$ cat config.mk
export PLATFORM = sky130hd
export DESIGN_NAME = slink_tx
export DESIGN_NICKNAME = d
export VERILOG_FILES = /design/src/hdl/slink_pkg.sv /design/src/hdl/slink_tx.sv
export VERILOG_INCLUDE_DIRS = /design/src /design/src/hdl
export SDC_FILE = /design/constraint.sdc
export NUM_CORES = 1
export LEC_CHECK = 0
export BUFFER_PORTS_ARGS = -buffer_cell sky130_fd_sc_hd__buf_2
export CELL_PAD_IN_SITES_DETAIL_PLACEMENT = 0
export CELL_PAD_IN_SITES_GLOBAL_PLACEMENT = 1
export CORE_ASPECT_RATIO = 0.5
export CORE_MARGIN = 2
export CORE_UTILIZATION = 43
export CTS_BUF_LIST = sky130_fd_sc_hd__clkbuf_4 sky130_fd_sc_hd__clkbuf_8
export DETAILED_ROUTE_END_ITERATION = 16
export PLACE_DENSITY_LB_ADDON = 0.3
export SLEW_MARGIN = 10
export SYNTH_ARGS = -nofsm -noshare
export SYNTH_HDL_FRONTEND = slang
export SYNTH_SLANG_ARGS = --single-unit
$ cat constraint.sdc
create_clock -name clk -period 6 [get_ports clk]
set_input_delay 0.6 -clock clk [delete_from_list [all_inputs] [get_ports clk]]
set_output_delay 0.6 -clock clk [all_outputs]
set_load 0.05 [all_outputs]
$ cat src/hdl/slink_settings.svh
// -----------------------------------------------
// Build-time settings for the serial link frame mover
// Frame length 2048 encodes as 0 in the header length field
// Read latency is fixed; frame_copy's valid pipe is sized by it
// -----------------------------------------------
`ifndef SLINK_SETTINGS_SVH
`define SLINK_SETTINGS_SVH

// Source side addressing, 24-bit as seen by the copy engine
`define SLINK_SRC_ADDR_W 24

// Transmit buffer addressing, one frame of up to 2048 bytes
`define SLINK_BUF_ADDR_W 11

// First source byte of the frame window
`define SLINK_WIN_BASE 24'h300002

// Bytes per frame, 2 to 2048
`define SLINK_FRAME_LEN 32

// Low address bits actually decoded by the source memory
`define SLINK_RAM_ADDR_W 12

// Source read latency in cycles, not adjustable
`define SLINK_RD_LAT 2

// Link credits held after reset
`define SLINK_CREDITS 4

`endif
$ cat src/hdl/slink_pkg.sv
// -----------------------------------------------
// Shared types for the serial link frame mover
// Beat payload is 16 bits, decoded by kind
// -----------------------------------------------
`default_nettype none

`include "slink_settings.svh"

package slink_pkg;

    // Host write into the source window
    typedef struct packed {
        logic                         valid;
        logic [`SLINK_SRC_ADDR_W-1:0] addr;
        logic [7:0]                   data;
    } host_wr_t;

    // Beat type on the link
    typedef enum logic {
        beat_hdr  = 1'b0,
        beat_data = 1'b1
    } beat_kind_e;

    // Frame sequence number, wraps at 32
    typedef logic [4:0] seq_t;

    // Header view of a payload
    typedef struct packed {
        logic [`SLINK_BUF_ADDR_W-1:0] len;
        seq_t                         seq;
    } hdr_fields_t;

    // Data view, byte in the low half
    typedef struct packed {
        logic [7:0] pad;
        logic [7:0] data;
    } data_fields_t;

    // Same 16 bits, two decodings
    typedef union packed {
        hdr_fields_t  hdr;
        data_fields_t dat;
    } beat_payload_u;

    // One link beat
    typedef struct packed {
        logic          valid;
        beat_kind_e    kind;
        beat_payload_u payload;
    } link_beat_t;

endpackage

`default_nettype wire

$ cat src/hdl/slink_tx.sv
// -----------------------------------------------
// Sends a frame as one header beat then data beats
// One credit per beat; credit_return pulses add one back
// tx_busy covers the whole frame, buffer must not change then
// -----------------------------------------------
`timescale 1ns/1ps
`default_nettype none

`include "slink_settings.svh"

module slink_tx (
    input  wire                          clk,
    input  wire                          reset,
    input  wire                          frame_ready,
    output logic [`SLINK_BUF_ADDR_W-1:0] buf_rd_addr,
    input  wire [7:0]                    buf_rd_data,
    output slink_pkg::link_beat_t        link_out,
    input  wire                          credit_return,
    output logic                         tx_busy
);

    typedef enum logic [1:0] {
        st_idle,
        st_hdr,
        st_data
    } state_e;

    localparam int cred_w = $clog2(`SLINK_CREDITS + 1);
    localparam logic [cred_w-1:0] cred_max = cred_w'(`SLINK_CREDITS);
    localparam logic [`SLINK_BUF_ADDR_W-1:0] last_idx =
        `SLINK_BUF_ADDR_W'(`SLINK_FRAME_LEN - 1);

    state_e                       state;
    logic [cred_w-1:0]            credits;
    slink_pkg::seq_t              seq;
    logic [`SLINK_BUF_ADDR_W-1:0] idx;
    logic                         send;

    // A beat goes out whenever there is something to send and a credit
    assign send    = (state != st_idle) && (credits != '0);
    assign tx_busy = (state != st_idle);

    // Prefetch, buf_rd_data always holds byte idx
    assign buf_rd_addr = (send && (state == st_data)) ? idx + 1'b1 : idx;

    // -----------------------------------------------
    // Beat build, payload view chosen by kind
    // -----------------------------------------------
    always_comb
    begin
        link_out       = '0;
        link_out.valid = send;
        if (state == st_hdr)
        begin
            link_out.kind             = slink_pkg::beat_hdr;
            link_out.payload.hdr.len  = `SLINK_BUF_ADDR_W'(`SLINK_FRAME_LEN);
            link_out.payload.hdr.seq  = seq;
        end
        else
        begin
            link_out.kind             = slink_pkg::beat_data;
            link_out.payload.dat.data = buf_rd_data;
        end
    end

    // -----------------------------------------------
    // Credits, sequence and frame FSM
    // -----------------------------------------------
    always_ff @(posedge clk or posedge reset)
    begin
        if (reset)
        begin
            state   <= st_idle;
            credits <= cred_max;
            seq     <= '0;
            idx     <= '0;
        end
        else
        begin
            // Send and return together cancel out
            case ({send, credit_return})
                2'b10: credits <= credits - 1'b1;
                2'b01:
                begin
                    // Extra returns clamp at the reset value
                    if (credits != cred_max)
                    begin
                        credits <= credits + 1'b1;
                    end
                end
                default: ;
            endcase

            case (state)
                st_idle:
                begin
                    if (frame_ready)
                    begin
                        state <= st_hdr;
                        idx   <= '0;
                    end
                end

                st_hdr:
                begin
                    if (send)
                    begin
                        state <= st_data;
                    end
                end

                st_data:
                begin
                    if (send)
                    begin
                        if (idx == last_idx)
                        begin
                            state <= st_idle;
                            seq   <= seq + 1'b1;
                        end
                        else
                        begin
                            idx <= idx + 1'b1;
                        end
                    end
                end

                default:
                begin
                    state <= st_idle;
                end
            endcase
        end
    end

endmodule

`default_nettype wire

* Yosys cells after proc, flatten, opt, wreduce, memory -nomap -nowiden *
Cells that the tools add are included.

storage, ports and cells
  output and inout port bits = 30
  input bits = 12
  register bits after elaboration = 21

cells by class
  mux-type cells = 15
  add/subtract/negate cells = 4
  reduce and logical (&&, ||, !) cells = 11
  eq/ne operators = 12

operators by type and width
  kind                   number
  $mux 11                4
  $pmux 11 s2            1
  $add 11x1->11 const B  1
  $eq 11x5->1 const B    1
  $ne 2x2->1 const B     5
  $mux 2                 4
  $mux 8                 1
  $reduce_and 4->1       2
  $mux 3                 2
  $pmux 2 s3             1
  $pmux 3 s2             1
  $reduce_bool 2->1      3
  $add 5x1->5 const B    1
  $eq 2x1->1 const B     2
  $eq 2x2->1 const B     2
  $add 3x1->3 const B    1
  $ne 3x3->1 const B     1
  $reduce_and 3->1       1
  $reduce_bool 3->1      1
  $sub 3x1->3 const B    1
  $logic_and 1x1->1      2
  $logic_not 2->1        1
  $ne 2x1->1 const B     1
  $reduce_and 2->1       1
  $mux 1                 1

* Longest topological paths before layout *
  depth in word-level cells = 5
  mapped depth = 7
  gate-level depth less buffers = 6

* Least setup slack after synthesis *
No wires, ideal clock.

  path type = reg-to-output
  from = reg credits[0]
  to = out buf_rd_addr[5]
  buffers on the path = 2
  data arrival time = 2.441 ns
  cell stages (with the launch flop) = 7
  path slack = 2.959 ns
  required time = 5.400 ns
  path through = dfrtp_1 nor3_1 or2_2 clkbuf_1 buf_1 nor2_1 xnor2_1

on the way
  word-level cells in the longest chain between the ends = 4

RTL lines
  item                    line            text
  from (decl)             slink_tx.sv:34  logic [cred_w-1:0] credits;
  from (signal assigned)  slink_tx.sv:74  credits <= cred_max;
  from (signal assigned)  slink_tx.sv:82  2'b10: credits <= credits - 1'b1;
  from (signal assigned)  slink_tx.sv:88  credits <= credits + 1'b1;
  $reduce_bool 3->1       slink_tx.sv:40  assign send = (state != st_idle) && (credits != '0);
  $logic_and 1x1->1       slink_tx.sv:40
  $logic_and 1x1->1       slink_tx.sv:44  assign buf_rd_addr = (send && (state == st_data)) ? idx + 1'b1 : idx;
  $mux 11                 slink_tx.sv:44
  to (decl)               slink_tx.sv:15  output logic [`SLINK_BUF_ADDR_W-1:0] buf_rd_addr,

Every way passes these cells.

* Worst setup path in the final report *
  from = reg idx[7]
  to = out buf_rd_addr[9]

on the way
  word-level cells in the longest chain between the ends = 2

RTL lines
  item                    line             text
  from (decl)             slink_tx.sv:36   logic [`SLINK_BUF_ADDR_W-1:0] idx;
  from (signal assigned)  slink_tx.sv:123  idx <= idx + 1'b1;
  $add 11x1->11           slink_tx.sv:44
  $mux 11                 slink_tx.sv:44

Every way passes these cells.

==> flow_summary.toml <==
[cts]
clk_path_buf_depth = 2
cts_num_sinks = 21
cts_tree = "done"
ctsHoldBuffers = 0
clk_pin_slew_ns = 0.08
clockRootBuffer = "clkbuf_8"
ctsHtreeMaxLevel = 1
cts_setup_buffers = 0
cts_resized = 0
insertion_delay_ns = 0.26
numCtsBuffers = 3

[worst_setup_path]
critPathLaunch = "idx[7]"
critPathArrivalTime_ns = 2.58
crit-reg2reg-launch = "credits[0]"
crit_path_cell_trace = "or4_1 > or4_1 > and4_1 > a211o_1 > buf_2"
cp-end-kind = "output port"
path_buf_inv = 1
endpoint = "buf_rd_addr[9]"
crit_cells = 5
crit_type = "flip-flop to output port"
cp-start-kind = "flip-flop"
rrSetupSlack_ns = 3.62
crit_fanout = 7
reg2regPathDepth = 6
cp_slowest_cell = "or4_1"
required_ns = 5.40
critPathMaxStageDelay_ns = 0.61
cpMostUsedCell = "or4_1"
r2r-end = "credits[2]"
critical_path.top_delay_family = "simple AND/OR/NAND/NOR gates"

[global_route]
grt_usage = 0.155
antenna_found_initial = 0
grt_pass1_vias = 967
grt_start_max_net_pins = 24
grt_pass1_wl_um = 4730
overflow = 0

[finish]
n_antenna_cell = 0
final_cells = 229
drive_gt1_frac = 0.305
nets = 203
fillers = 342
ff_latch_area_um2 = 527
area_delta_synth_final_pct = 12.0
utilization = 0.497
final_cell_area_um2 = 1680
multiInputGateArea_um2 = 861

[routing]
drt_iter0_markers = 34
met1Wirelength_um = 1570
routed_wl_um = 3110
viasPerCell = 5.44
route.detailed.drc = 0
ant_nets = 0
highest_layer = "met4"
met2WireLength_um = 1370
wl_met3_um = 153
wl_per_cell_um = 13.6
vias = 1246
first_pass_iters = 4

[logic_synthesis]
synth_top_cell_by_area = "dfrtp_1"
synth_cell_type_count = 48
synth_edf_count = 0
synthTopCellsByArea = "dfrtp_1, mux2_2, xor2_1, buf_4, nor3_1"
synthSimpleGateAreaFrac = 0.222
ys_warn_count = 0
syn-mean-instance-area_um2 = 9.30
synth_fa_ha_area_frac = 0.0301
synth_mux_area_frac = 0.0526
ys_ff_latch = 21
synthXorXnorAreaFrac = 0.0702
synth_top_family_by_area = "simple AND/OR/NAND/NOR gates"
synth_compound_area_frac = 0.182
synthCells = 161
netlist_area_um2 = 1500
async_flop_share = 1.00
synth-seq-area-share = 0.352
yosys.area.top_type_share = 0.334
synthFlopType = "dfrtp_1"

[hold_path]
hold_path_class = "flip-flop to flip-flop"
worstHoldStart = "seq[4]"

[floorplan]
fp-row-count = 15
die_y_um = 45.7
core_region_area_um2 = 3380
pin_count = 42
start_util = 0.443
die_area_um2 = 4000
die_w_um = 87.5

[power]
power_density_nw_per_um2 = 463
p_leak_uw = 0.000890
ir_drop_v = 0.000300

[placed_design]
portBuffers = 34
place_hpwl_um = 2250
dpl-instance-area_um2 = 1630
globalplace.congestion = 0.804
dp_cells = 225

[timing]
finalHoldViolCount = 0
tightest_slew_ns = 0.829
max_freq_mhz = 314
rsz0062_at_grt = "false"
slew_violations = 0
final.setup_skew_ns = 0.00816
setup_violations = 0
setup_tns_ns = 0
min_period_ns = 3.18
fin_crit_sh = 0.530
slew_headroom = 0.446

[run_status]
status = "finished clean"

[job]
max-cap-violations = 0
==> per-stage QoR <==
step / setup slack [ns] / hold WS (ns) / power, µW
CTS: 2.82 / 0.475 / 782
floorplan: 2.96 / 0.438 / 612
global route: 2.68 / 0.496 / 825
finish: 2.82 / 0.475 / 776
detailed placement: 3.11 / 0.463 / 681
global placement: 3.15 / 0.457 / 676
==> layer usage <==
metal / up-vias / global-route usage
met1: 592 / 0.228
met3: 2 / 0.0399
met4: 0 / 0.0277
li1: 620 / -
met5: - / 0
met2: 32 / 0.233
==> where the power goes <==
group          leakage (µW)  switching, µW  internal [µW]
Clock             0.0000262           48.4           51.9
Sequential         0.000280           36.1            171
Combinational      0.000584            332            137
==> layout make-up <==
class | count | area share
Sequential cell | 21 | 0.314
Multi-Input combinational cell | 123 | 0.513
Inverter | 5 | 0.0112
Tap cell | 42 | 0.0313
Clock buffer | 4 | 0.0291
Timing Repair Buffer | 34 | 0.101
==> state kept, by name (all words and copies together) (netlist names) <==
signal	flops
state	2
seq	5
idx	11
credits	3
==> logic make-up after synthesis <==
family,after synthesis
and+or+nand+nor,62
AOI/OAI and AO/OA,32
buffers and inverters,23
DFF,21
xor gates and xnor gates,12
muxes,7
adders and majority gates,3
other,1
==> worst min path at each step <==
stage,endpoint,slack (ns),cells past startpoint
6_report,seq[4],0.47,1
3_3_place_gp,seq[4],0.46,1
5_1_grt,seq[4],0.50,1
4_1_cts,seq[4],0.47,1
2_1_floorplan,seq[4],0.44,1
3_5_place_dp,seq[4],0.46,1
==> placed cells by master (no fill, tap or decap), types with 2 or more instances in the layout <==
| master | n |
|---|---|
| nor3_1 | 9 |
| conb_1 | 7 |
| nor2_1 | 12 |
| mux2_2 | 7 |
| or2_2 | 3 |
| a221o_1 | 3 |
| o21ai_0 | 3 |
| buf_2 | 34 |
| and2_1 | 3 |
| a211oi_1 | 3 |
| a21o_1 | 3 |
| nor2b_1 | 2 |
| nand2b_1 | 3 |
| ha_1 | 2 |
| or3_1 | 3 |
| xor2_1 | 7 |
| dfrtp_1 | 20 |
| o221ai_1 | 2 |
| a211o_2 | 4 |
| nand2_1 | 8 |
| and3_1 | 4 |
| or4_1 | 2 |
| nand4_1 | 2 |
| a22o_1 | 2 |
| xnor2_1 | 5 |
| a21o_2 | 2 |
| clkbuf_8 | 3 |
| inv_1 | 5 |
| nand3_1 | 7 |
==> synth_stat cells, drive strengths merged, types with 2 or more instances <==
| cell | n |
|---|---|
| dfrtp | 20 |
| buf | 12 |
| nor2 | 12 |
| nor3 | 9 |
| nand2 | 8 |
| mux2 | 7 |
| nand3 | 7 |
| xor2 | 7 |
| clkbuf | 6 |
| a211o | 5 |
| a21o | 5 |
| inv | 5 |
| xnor2 | 5 |
| and3 | 4 |
| a211oi | 3 |
| a221o | 3 |
| and2 | 3 |
| nand2b | 3 |
| o21ai | 3 |
| or2 | 3 |
| or3 | 3 |
| a22o | 2 |
| ha | 2 |
| nand4 | 2 |
| nor2b | 2 |
| o221ai | 2 |
| or4 | 2 |
Power figures use the tool's default switching activity.
