$ cat config.mk
export PLATFORM = sky130hd
export DESIGN_NAME = frame_copy
export DESIGN_NICKNAME = d
export VERILOG_FILES = /design/src/hdl/frame_copy.sv
export VERILOG_INCLUDE_DIRS = /design/src /design/src/hdl
export SDC_FILE = /design/constraint.sdc
export NUM_CORES = 1
export LEC_CHECK = 0
export ABC_AREA = 1
export BUFFER_PORTS_ARGS = -buffer_cell sky130_fd_sc_hd__buf_2
export CORE_ASPECT_RATIO = 1.75
export CORE_UTILIZATION = 56
export CTS_CLUSTER_DIAMETER = 80
export DETAILED_ROUTE_END_ITERATION = 12
export PLACE_DENSITY = 0.82
export SKIP_CTS_REPAIR_TIMING = 1
export SKIP_LAST_GASP = 1
export SLEW_MARGIN = 20
export SYNTH_ARGS = -nofsm -noshare
export SYNTH_HDL_FRONTEND = slang
export SYNTH_SLANG_ARGS = --single-unit
$ cat constraint.sdc
create_clock -name clk -period 2.15 [get_ports clk]
set_input_delay 0.43 -clock clk [delete_from_list [all_inputs] [get_ports clk]]
set_output_delay 0.43 -clock clk [all_outputs]
set_load 0.01 [all_outputs]
$ cat src/hdl/slink_settings.svh
// -----------------------------------------------
// Build-time settings for the serial link frame mover
// Frame length 2048 encodes as 0 in the header length field
// Read latency is fixed; frame_copy's valid pipe is sized by it
// -----------------------------------------------
`ifndef SLINK_SETTINGS_SVH
`define SLINK_SETTINGS_SVH

// Source side addressing, 24-bit as seen by the copy engine
`define SLINK_SRC_ADDR_W 24

// Transmit buffer addressing, one frame of up to 2048 bytes
`define SLINK_BUF_ADDR_W 11

// First source byte of the frame window
`define SLINK_WIN_BASE 24'h300002

// Bytes per frame, 2 to 2048
`define SLINK_FRAME_LEN 32

// Low address bits actually decoded by the source memory
`define SLINK_RAM_ADDR_W 12

// Source read latency in cycles, not adjustable
`define SLINK_RD_LAT 2

// Link credits held after reset
`define SLINK_CREDITS 4

`endif
$ cat src/hdl/frame_copy.sv
// -----------------------------------------------
// Copies one frame from the source window to the tx buffer
// Starts on a synchronized rising edge of copy_en
// Enable low at any point aborts; no frame_ready then
// -----------------------------------------------
`timescale 1ns/1ps
`default_nettype none

`include "slink_settings.svh"

module frame_copy (
    input  wire                           clk,
    input  wire                           reset,
    input  wire                           copy_en,
    input  wire                           tx_busy,
    output logic                          rd_en,
    output logic [`SLINK_SRC_ADDR_W-1:0]  rd_addr,
    input  wire [7:0]                     rd_data,
    output logic                          buf_wr_en,
    output logic [`SLINK_BUF_ADDR_W-1:0]  buf_wr_addr,
    output logic [7:0]                    buf_wr_data,
    output logic                          frame_ready
);

    typedef enum logic [1:0] {
        st_idle,
        st_read,
        st_drain,
        st_done
    } state_e;

    localparam logic [`SLINK_BUF_ADDR_W-1:0] last_idx =
        `SLINK_BUF_ADDR_W'(`SLINK_FRAME_LEN - 1);

    state_e                       state;
    logic [1:0]                   en_sync;
    logic                         en_prev;
    logic                         en_rise;
    logic [`SLINK_BUF_ADDR_W-1:0] issue_cnt;
    logic [`SLINK_BUF_ADDR_W-1:0] wr_idx;
    logic [`SLINK_RD_LAT-1:0]     vld_pipe;
    logic                         data_vld;

    // -----------------------------------------------
    // Enable synchronizer and edge detect
    // -----------------------------------------------
    always_ff @(posedge clk or posedge reset)
    begin
        if (reset)
        begin
            en_sync <= 2'b00;
            en_prev <= 1'b0;
        end
        else
        begin
            en_sync <= {en_sync[0], copy_en};
            en_prev <= en_sync[1];
        end
    end

    // Rise seen once the second flop has gone high
    assign en_rise = en_sync[1] & ~en_prev;

    // Tag for read data arriving this cycle
    assign data_vld = vld_pipe[`SLINK_RD_LAT-1];

    // Buffer writes straight from the read data stage
    assign buf_wr_en   = data_vld;
    assign buf_wr_addr = wr_idx;
    assign buf_wr_data = rd_data;

    // -----------------------------------------------
    // Copy FSM
    // -----------------------------------------------
    always_ff @(posedge clk or posedge reset)
    begin
        if (reset)
        begin
            state       <= st_idle;
            rd_en       <= 1'b0;
            rd_addr     <= '0;
            issue_cnt   <= '0;
            wr_idx      <= '0;
            vld_pipe    <= '0;
            frame_ready <= 1'b0;
        end
        else
        begin
            frame_ready <= 1'b0;
            // One tag per issued read, several in flight
            vld_pipe <= {vld_pipe[`SLINK_RD_LAT-2:0], rd_en};
            // Write address moves only on real data
            if (data_vld)
            begin
                wr_idx <= wr_idx + 1'b1;
            end

            case (state)
                st_idle:
                begin
                    // Buffer busy, start request dropped
                    if (en_rise && !tx_busy)
                    begin
                        state     <= st_read;
                        rd_en     <= 1'b1;
                        rd_addr   <= `SLINK_WIN_BASE;
                        issue_cnt <= '0;
                        wr_idx    <= '0;
                    end
                end

                st_read:
                begin
                    if (!en_sync[1])
                    begin
                        // Abort, in-flight reads discarded
                        state    <= st_idle;
                        rd_en    <= 1'b0;
                        vld_pipe <= '0;
                    end
                    else if (issue_cnt == last_idx)
                    begin
                        rd_en <= 1'b0;
                        state <= st_drain;
                    end
                    else
                    begin
                        rd_addr   <= rd_addr + 1'b1;
                        issue_cnt <= issue_cnt + 1'b1;
                    end
                end

                st_drain:
                begin
                    if (!en_sync[1])
                    begin
                        state    <= st_idle;
                        vld_pipe <= '0;
                    end
                    else if (data_vld && (wr_idx == last_idx))
                    begin
                        // Last byte written this cycle
                        state       <= st_done;
                        frame_ready <= 1'b1;
                    end
                end

                st_done:
                begin
                    state <= st_idle;
                end

                default:
                begin
                    state <= st_idle;
                end
            endcase
        end
    end

endmodule

`default_nettype wire

== Word level (Yosys, flattened, before mapping) ==
Index checks and enable logic that the tools add are counted.
W data, S select, Z words.

* Add/sub/neg operators: 3
* Equality and inequality tests: 10
* Muxes and demuxes: 26
* Bitwise logic cells: 2
* Reductions and logical operators: 9

{| class="wikitable"
|+ Operator list
! cell !! number
|-
| $mux W24 || 3
|-
| $mux W11 || 6
|-
| $pmux W24 S2 || 1
|-
| $add A24 B1 Y24 const B || 1
|-
| $add A11 B1 Y11 const B || 2
|-
| $eq A11 B5 Y1 const B || 2
|-
| $pmux W11 S2 || 1
|-
| $mux W2 || 7
|-
| $pmux W2 S4 || 1
|-
| $mux W1 || 6
|-
| $ne A2 B2 Y1 const B || 3
|-
| $ne A3 B3 Y1 const B || 2
|-
| $reduce_and A3 Y1 || 2
|-
| $eq A2 B2 Y1 const B || 2
|-
| $reduce_and A4 Y1 || 1
|-
| $eq A2 B1 Y1 const B || 1
|-
| $logic_and A1 B1 Y1 || 2
|-
| $logic_not A2 Y1 || 1
|-
| $pmux W1 S2 || 1
|-
| $reduce_bool A2 Y1 || 1
|-
| $reduce_or A2 Y1 || 1
|-
| $and A1 B1 Y1 || 1
|-
| $logic_not A1 Y1 || 1
|-
| $not A1 Y1 || 1
|}

* Flip-flop bits (word level): 55
* Bits of input ports: 12
* Output and inout bits: 46
* Word-level logic and storage cells: 59

== Longest topological paths before layout ==
Gate-level depths: netlist (run 1).

* Depth in word-level cells: 5
* Gate-level depth with buffers: 10
* Gate-level depth less buffers: 9

== Worst setup path before layout (run 1) ==
No wires, ideal clock.

* Path type: flip-flop to flip-flop
* Start: reg rd_addr[0]
* End: reg rd_addr[18]
* Library setup time: 117 ps
* Arrival: 1398 ps
* Required time: 2033 ps
* Setup slack: 634 ps
* Cell stages (with the launch flop): 9
* Path buffers: 0
* Period minus slack after synthesis: 1516 ps
* Path through: dfrtp_1 -> ha_1 -> nand3_1 -> inv_1 -> nand3_1 -> nor2_2 -> nand3_1 -> nand3_1 -> nand2_1

* Longest elaborated chain between the ends: 4

{| class="wikitable"
|+ Ends and longest elaborated chain
! item !! line !! RTL
|-
| start: declaration || frame_copy.sv:17 || <nowiki>output logic [`SLINK_SRC_ADDR_W-1:0] rd_addr,</nowiki>
|-
| start signal: assignment || frame_copy.sv:106 || <nowiki>rd_addr <= `SLINK_WIN_BASE;</nowiki>
|-
| start signal: assignment || frame_copy.sv:128 || <nowiki>rd_addr <= rd_addr + 1'b1;</nowiki>
|-
| $add A24 B1 Y24 || frame_copy.sv:128 ||
|-
| $mux W24 || frame_copy.sv:121 || <nowiki>else if (issue_cnt == last_idx)</nowiki>
|-
| $mux W24 || frame_copy.sv:114 || <nowiki>if (!en_sync[1])</nowiki>
|-
| $pmux W24 S2 || frame_copy.sv:98 || <nowiki>case (state)</nowiki>
|}

Every way passes these cells. The select of a mux whose other input is x is not followed.
A chain may end at the register's enable or synchronous reset.

== Worst setup path after layout (run 1) ==
* Start: reg issue_cnt[0]
* End: reg issue_cnt[3]

* Longest elaborated chain between the ends: 4
* Elaborated cells on any way between the ends: 7
* Those cells by class: add/sub (1); eq/ne (2); mux (3); reduce/logical (1)

{| class="wikitable"
|+ Ends and longest elaborated chain
! item !! line !! RTL
|-
| start: declaration || frame_copy.sv:39 || <nowiki>logic [`SLINK_BUF_ADDR_W-1:0] issue_cnt;</nowiki>
|-
| start signal: assignment || frame_copy.sv:129 || <nowiki>issue_cnt <= issue_cnt + 1'b1;</nowiki>
|-
| $add A11 B1 Y11 || frame_copy.sv:129 ||
|-
| $mux W11 || frame_copy.sv:121 ||
|-
| $mux W11 || frame_copy.sv:114 ||
|-
| $pmux W11 S2 || frame_copy.sv:98 ||
|}

Parallel ways exist; a longest one is shown, timed or not. The select of a mux whose other input is x is not followed.

==> results of run 1 <==
how the worst max path moves through the flow:
stage,from,endpoint,depth (start not counted)
finish,issue_cnt[0],issue_cnt[3],7
global placement,issue_cnt[0],issue_cnt[6],7
floorplan,reset,buf_wr_addr[0],1
global route,issue_cnt[0],rd_addr[5],7
detailed placement,issue_cnt[0],rd_addr[7],7
CTS,issue_cnt[0],rd_addr[7],7
state kept, by name, summed over array words and instances (netlist names):
register	cells
issue_cnt	11
rd_en	1
vld_pipe	2
buf_wr_addr	11
rd_addr	24
frame_ready	1
en_prev	1
en_sync	2
state	2
cells in the mapped netlist (all sizes together) (2+ instances only):
| cell | n |
|---|---|
| buf | 15 |
| xnor2 | 6 |
| inv | 43 |
| nand3 | 36 |
| a21oi | 9 |
| dfrtp | 55 |
| o21ai | 33 |
| o21bai | 3 |
| xor2 | 12 |
| or2 | 3 |
| nor3 | 5 |
| ha | 7 |
| nand2 | 132 |
| a21boi | 2 |
| nor2 | 47 |
| a2bb2oi | 2 |
| nand4 | 11 |
metrics by stage:
stage / utilization / area (um^2) / worst slack, ns / std cells / hold slack (ns)
final: 0.6382 / 3593 / 0.2991 / 539 / 0.06426
after global routing: 0.6382 / 3593 / 0.03878 / 539 / 0.07464
after CTS: 0.6382 / 3593 / 0.2944 / 539 / 0.06752
after detailed placement: 0.6238 / 3512 / 0.3205 / 531 / 0.3387
after global placement: 0.6238 / 3512 / 0.4246 / 531 / 0.3358
after floorplan: - / 3292 / 0.3771 / 425 / 0.3312
worst max-delay path: cells and delay by family, from the launching register on:
family,cells,cell delay (ns)
flops,1,0.42
compound gates,2,0.32
fa+ha+maj,1,0.21
simple gates,4,0.84
cells by family (layout without fill, tap and decap cells):
kind of cell / Yosys count / in the layout
fa+ha+maj: 7 / 7
compound gates: 49 / 49
xor+xnor: 18 / 18
buf+inv: 60 / 98
simple gates: 236 / 236
flops: 55 / 55
metal layers:
layer / GRT usage / routed length [um] / up-vias
li1: - / - / 1428
met3: 0.03980 / 158 / 14
met4: 0.1055 / 176 / 0
met1: 0.2809 / 2811 / 1321
met5: 0 / 0 / -
met2: 0.4256 / 3630 / 44
layout make-up:
class	instances	area share
tap	76	0.02646
clock buffer	7	0.02124
inverter	44	0.04735
clock inverter	1	0.001393
multi-input combinational	310	0.4495
timing repair buffer	46	0.07103
sequential	55	0.3830
power by group:
group          switching (mW)  internal (mW)  total, mW  leakage [nW]
combinational           0.916          0.457       1.37         0.991
sequential              0.193           1.20       1.39         0.732
clock                   0.332          0.230      0.561        0.0422
==> metrics, run 1 <==
Slew @ Worst Pin 0.4850 ns; grt total ovfl 0; DR vias/cell 5.208; synthesized area 0.003292 mm^2; Max rail drop VDD 0.5719 mV; TritonCTS Buffers 5; port buffer count 41; crit share post-route 0.8609; Crit path largest cell delay 0.42 ns; fmax 0.5403 GHz; GR Util All Layers 0.2413; Sequential Area 0.001376 mm^2; leakage power 1.765 nW; # IOs 58; Site Rows 36; CP dominant cell by count nand2_1; drt drc 0; Post-Synth Simple-Gate Area 0.3208; CTS tree done; status finished, final reports clean; initial antenna violation count 0; RR Startpoint issue_cnt[0]; CP arrival 2.09 ns; Starting Density 0.5847; # nets final 481; synthesis-to-layout area growth 9.160%; class of the worst hold path primary input to asynchronous set/reset pin; final hold vios 0; CTS Sinks 55; dominant cells by area after synthesis dfrtp_1, nand2_1, nand3_1, nor2_1, inv_1; Max FO, Critical Path 40; Adder-Cell Fraction of Synth Area 0.02661; clk root buf clkbuf_8; width of the chip 59.96 um; ys async rst share 1.000; Final Critical Period 1.851 ns; Seq/Total Area, Yosys 0.4181; library cells used by synthesis 33; Initial DRC Count 243; Detail Placement HPWL 5022 um; Req. time, crit path 2.39 ns; Synth Flop Type dfrtp_1; ANT cells 0; register bit total from synthesis 55; Max clock buf depth 2; ANT nets after route 0; Post-Syn Instances 425; mean post-synth cell area 7.746 um^2; CP max stage cell dfrtp_1; Max Cap Violations 0; CORE AREA 0.005630 mm^2; # H-tree levels 2; Clock Skew 0.005045 ns; Setup CP Type register to register; post-synthesis mux area share 0; worst path cell trace ha_1, nand4_1, o21ai_0, nand2_1, nand2_4, nand2_1, o21ai_2; Synth Area in Compound Gates 0.09540; P per Cell Area 925.8 mW/mm^2; main combinational cell family by area after synthesis simple AND/OR/NAND/NOR gates; routability cong. 0.8761; RSZ-0062 raised after global routing no; Worst R2R Path Depth 7; total detailed-routing wirelength 6776 um; fillers 483; r2r setup slk 0.30 ns; Via Count 2807; total power 3.327 mW; number of synthesized flops with an enable pin 0; R2R Path End issue_cnt[3]; dominant cell type by area after synthesis dfrtp_1; clk slew on worst S/H paths 0.09 ns; setup violators final 0; Multi-input gate area 0.001615 mm^2; commonest non-fill, non-tap cells in the layout nand2_1, dfrtp_1, nor2_1; Rel. slew slack 0.6764; pin count of the biggest net entering global routing 41; Die Ht 103.4 um; layout cell share with drive strength beyond 1 0.1771; Die Area 0.006201 mm^2; most common cell after layout, fill and taps aside nand2_1; setup tns final 0 ns; Clock Latency Late Sink 0.31 ns; Final Slew Violations 0; first-pass GRT wire length 11390 um; Post-Synth XOR/XNOR Area 0.04789; yosys warns 0; drt wl/cell 12.57 um; Synth top area share 0.4181; DRT Pass-1 Iters 4; critical path capture point type register; number of global-route vias before repair 2600; Synthesized Nets 444; CP Launch Type register
Power figures use the tool's default switching activity.
==> inputs of run 2 (changes only) <==
Settings changed: CTS_BUF_LIST set to sky130_fd_sc_hd__clkbuf_8 sky130_fd_sc_hd__clkbuf_16, REMOVE_ABC_BUFFERS set to 1.
==> metrics, run 2 (synthesized netlist as in run 1, its figures left out) <==
Clk pwr share 0.186; Final Slew Violations 0; P_sw 1.447 mW; ANT nets after route 0; DRT Pass-1 Iters 4; total detailed-routing wirelength 6772 um; routability cong. 0.9124; Clock Skew 0.008419 ns; CP dominant cell by count nand2_4; TritonCTS Buffers 5; # nets final 480; Met2 Wirelength 3578 um; grt total ovfl 0; Finished Layout Cells 538; synthesis-to-layout area growth 9.502%; Max Used Layer met4; placed cells 530; CTS tree done; placed cell area 0.003505 mm^2; number of global-route vias before repair 2608; critical path capture point type register; Rel. slew slack 0.6693; CP Launch Type register; Max Cap Violations 0; CP arrival 2.09 ns; class of the worst hold path primary input to asynchronous set/reset pin; setup tns final 0 ns; # H-tree levels 2; pin count of the biggest net entering global routing 41; RSZ-0062 raised after global routing no; Setup CP Type register to register; Max clock buf depth 2; Comb power frac 0.403; sw frac 0.4266; Die Area 0.006201 mm^2; fmax 0.5393 GHz; width of the chip 59.96 um; Clock Latency Late Sink 0.31 ns; Starting Density 0.5847; # IOs 58; layout cell share with drive strength beyond 1 0.1775; Crit path largest cell delay 0.40 ns; CTS Sinks 55; setup violators final 0; Biggest register rd_addr; fin util 0.6402; port buffer count 41; CP max stage cell dfrtp_1; drt drc 0; P per Cell Area 940.8 mW/mm^2; M1 wire length 2816 um; most common cell after layout, fill and taps aside nand2_1; total power 3.391 mW; first-pass GRT wire length 11340 um; Die Ht 103.4 um; drt wl/cell 12.59 um; ANT cells 0; CORE AREA 0.005630 mm^2; Req. time, crit path 2.38 ns; GR Util All Layers 0.2382; worst path cell trace inv_1, ha_1, nand2_4, o21ai_4, clkinv_4, nand2_4, nand2_1, o21ai_1; Via Count 2833; final hold vios 0; sequential group share of total power 0.411; max FFs per register 24; Hold Slack 0.1252 ns; Slew @ Worst Pin 0.4954 ns; crit share post-route 0.8625; pre-CTS setup slack 0.3139 ns; status finished, final reports clean; leakage power 1.774 nW; PnR worst setup slack 0.2957 ns; met3 WL 221 um; DR vias/cell 5.266; Design Area, Final 0.003605 mm^2; Max FO, Critical Path 40; commonest non-fill, non-tap cells in the layout nand2_1, dfrtp_1, nor2_1; Max rail drop VDD 0.7523 mV; Worst Path Buf+Inv 2; CP top delay family simple AND/OR/NAND/NOR gates; initial antenna violation count 0; clk slew on worst S/H paths 0.10 ns; Detail Placement HPWL 5033 um; Final Critical Period 1.854 ns; Initial DRC Count 194; internal power 1.945 mW; clk root buf clkbuf_8; Site Rows 36
==> run 2: power groups by stage <==
| stage | registers, mW | clock network [mW] | logic, mW |
|---|---|---|---|
| 2_1_floorplan | 1.44 | 0 | 0.938 |
| 3_3_place_gp | 1.41 | 0 | 1.34 |
| 3_5_place_dp | 1.41 | 0 | 1.37 |
| 4_1_cts | 1.39 | 0.644 | 1.37 |
| 5_1_grt | 1.42 | 0.686 | 1.55 |
| 6_report | 1.39 | 0.630 | 1.37 |
==> run 2: final timing paths <==
path                            start  cells after the start  slack (ns)              to
max                          state[0]                      8        0.30      rd_addr[8]
min                             reset                      2        0.13  buf_wr_addr[2]
min reg2reg                en_sync[0]                      0        0.36      en_sync[1]
max reg2reg                  state[0]                      8        0.30      rd_addr[8]
min in group clk              copy_en                      1        0.22      en_sync[0]
max in group asynchronous       reset                      3        1.47     rd_addr[11]
==> run 2: routing by layer <==
layer  GRT usage  vias to the layer above
met5           0                        -
met4      0.1127                        0
met3     0.04726                       15
met2      0.4026                       62
met1      0.2849                     1333
li1            -                     1423
==> run 2: cell type report <==
type	count	area [um^2]
well taps	76	95.09
fillers	489	2026
repair buffers	45	247.7
multi-input cells	310	1615
inverters	44	170.2
flip-flops and latches	55	1376
clock inverters	1	3.754
clock buffers	7	96.34
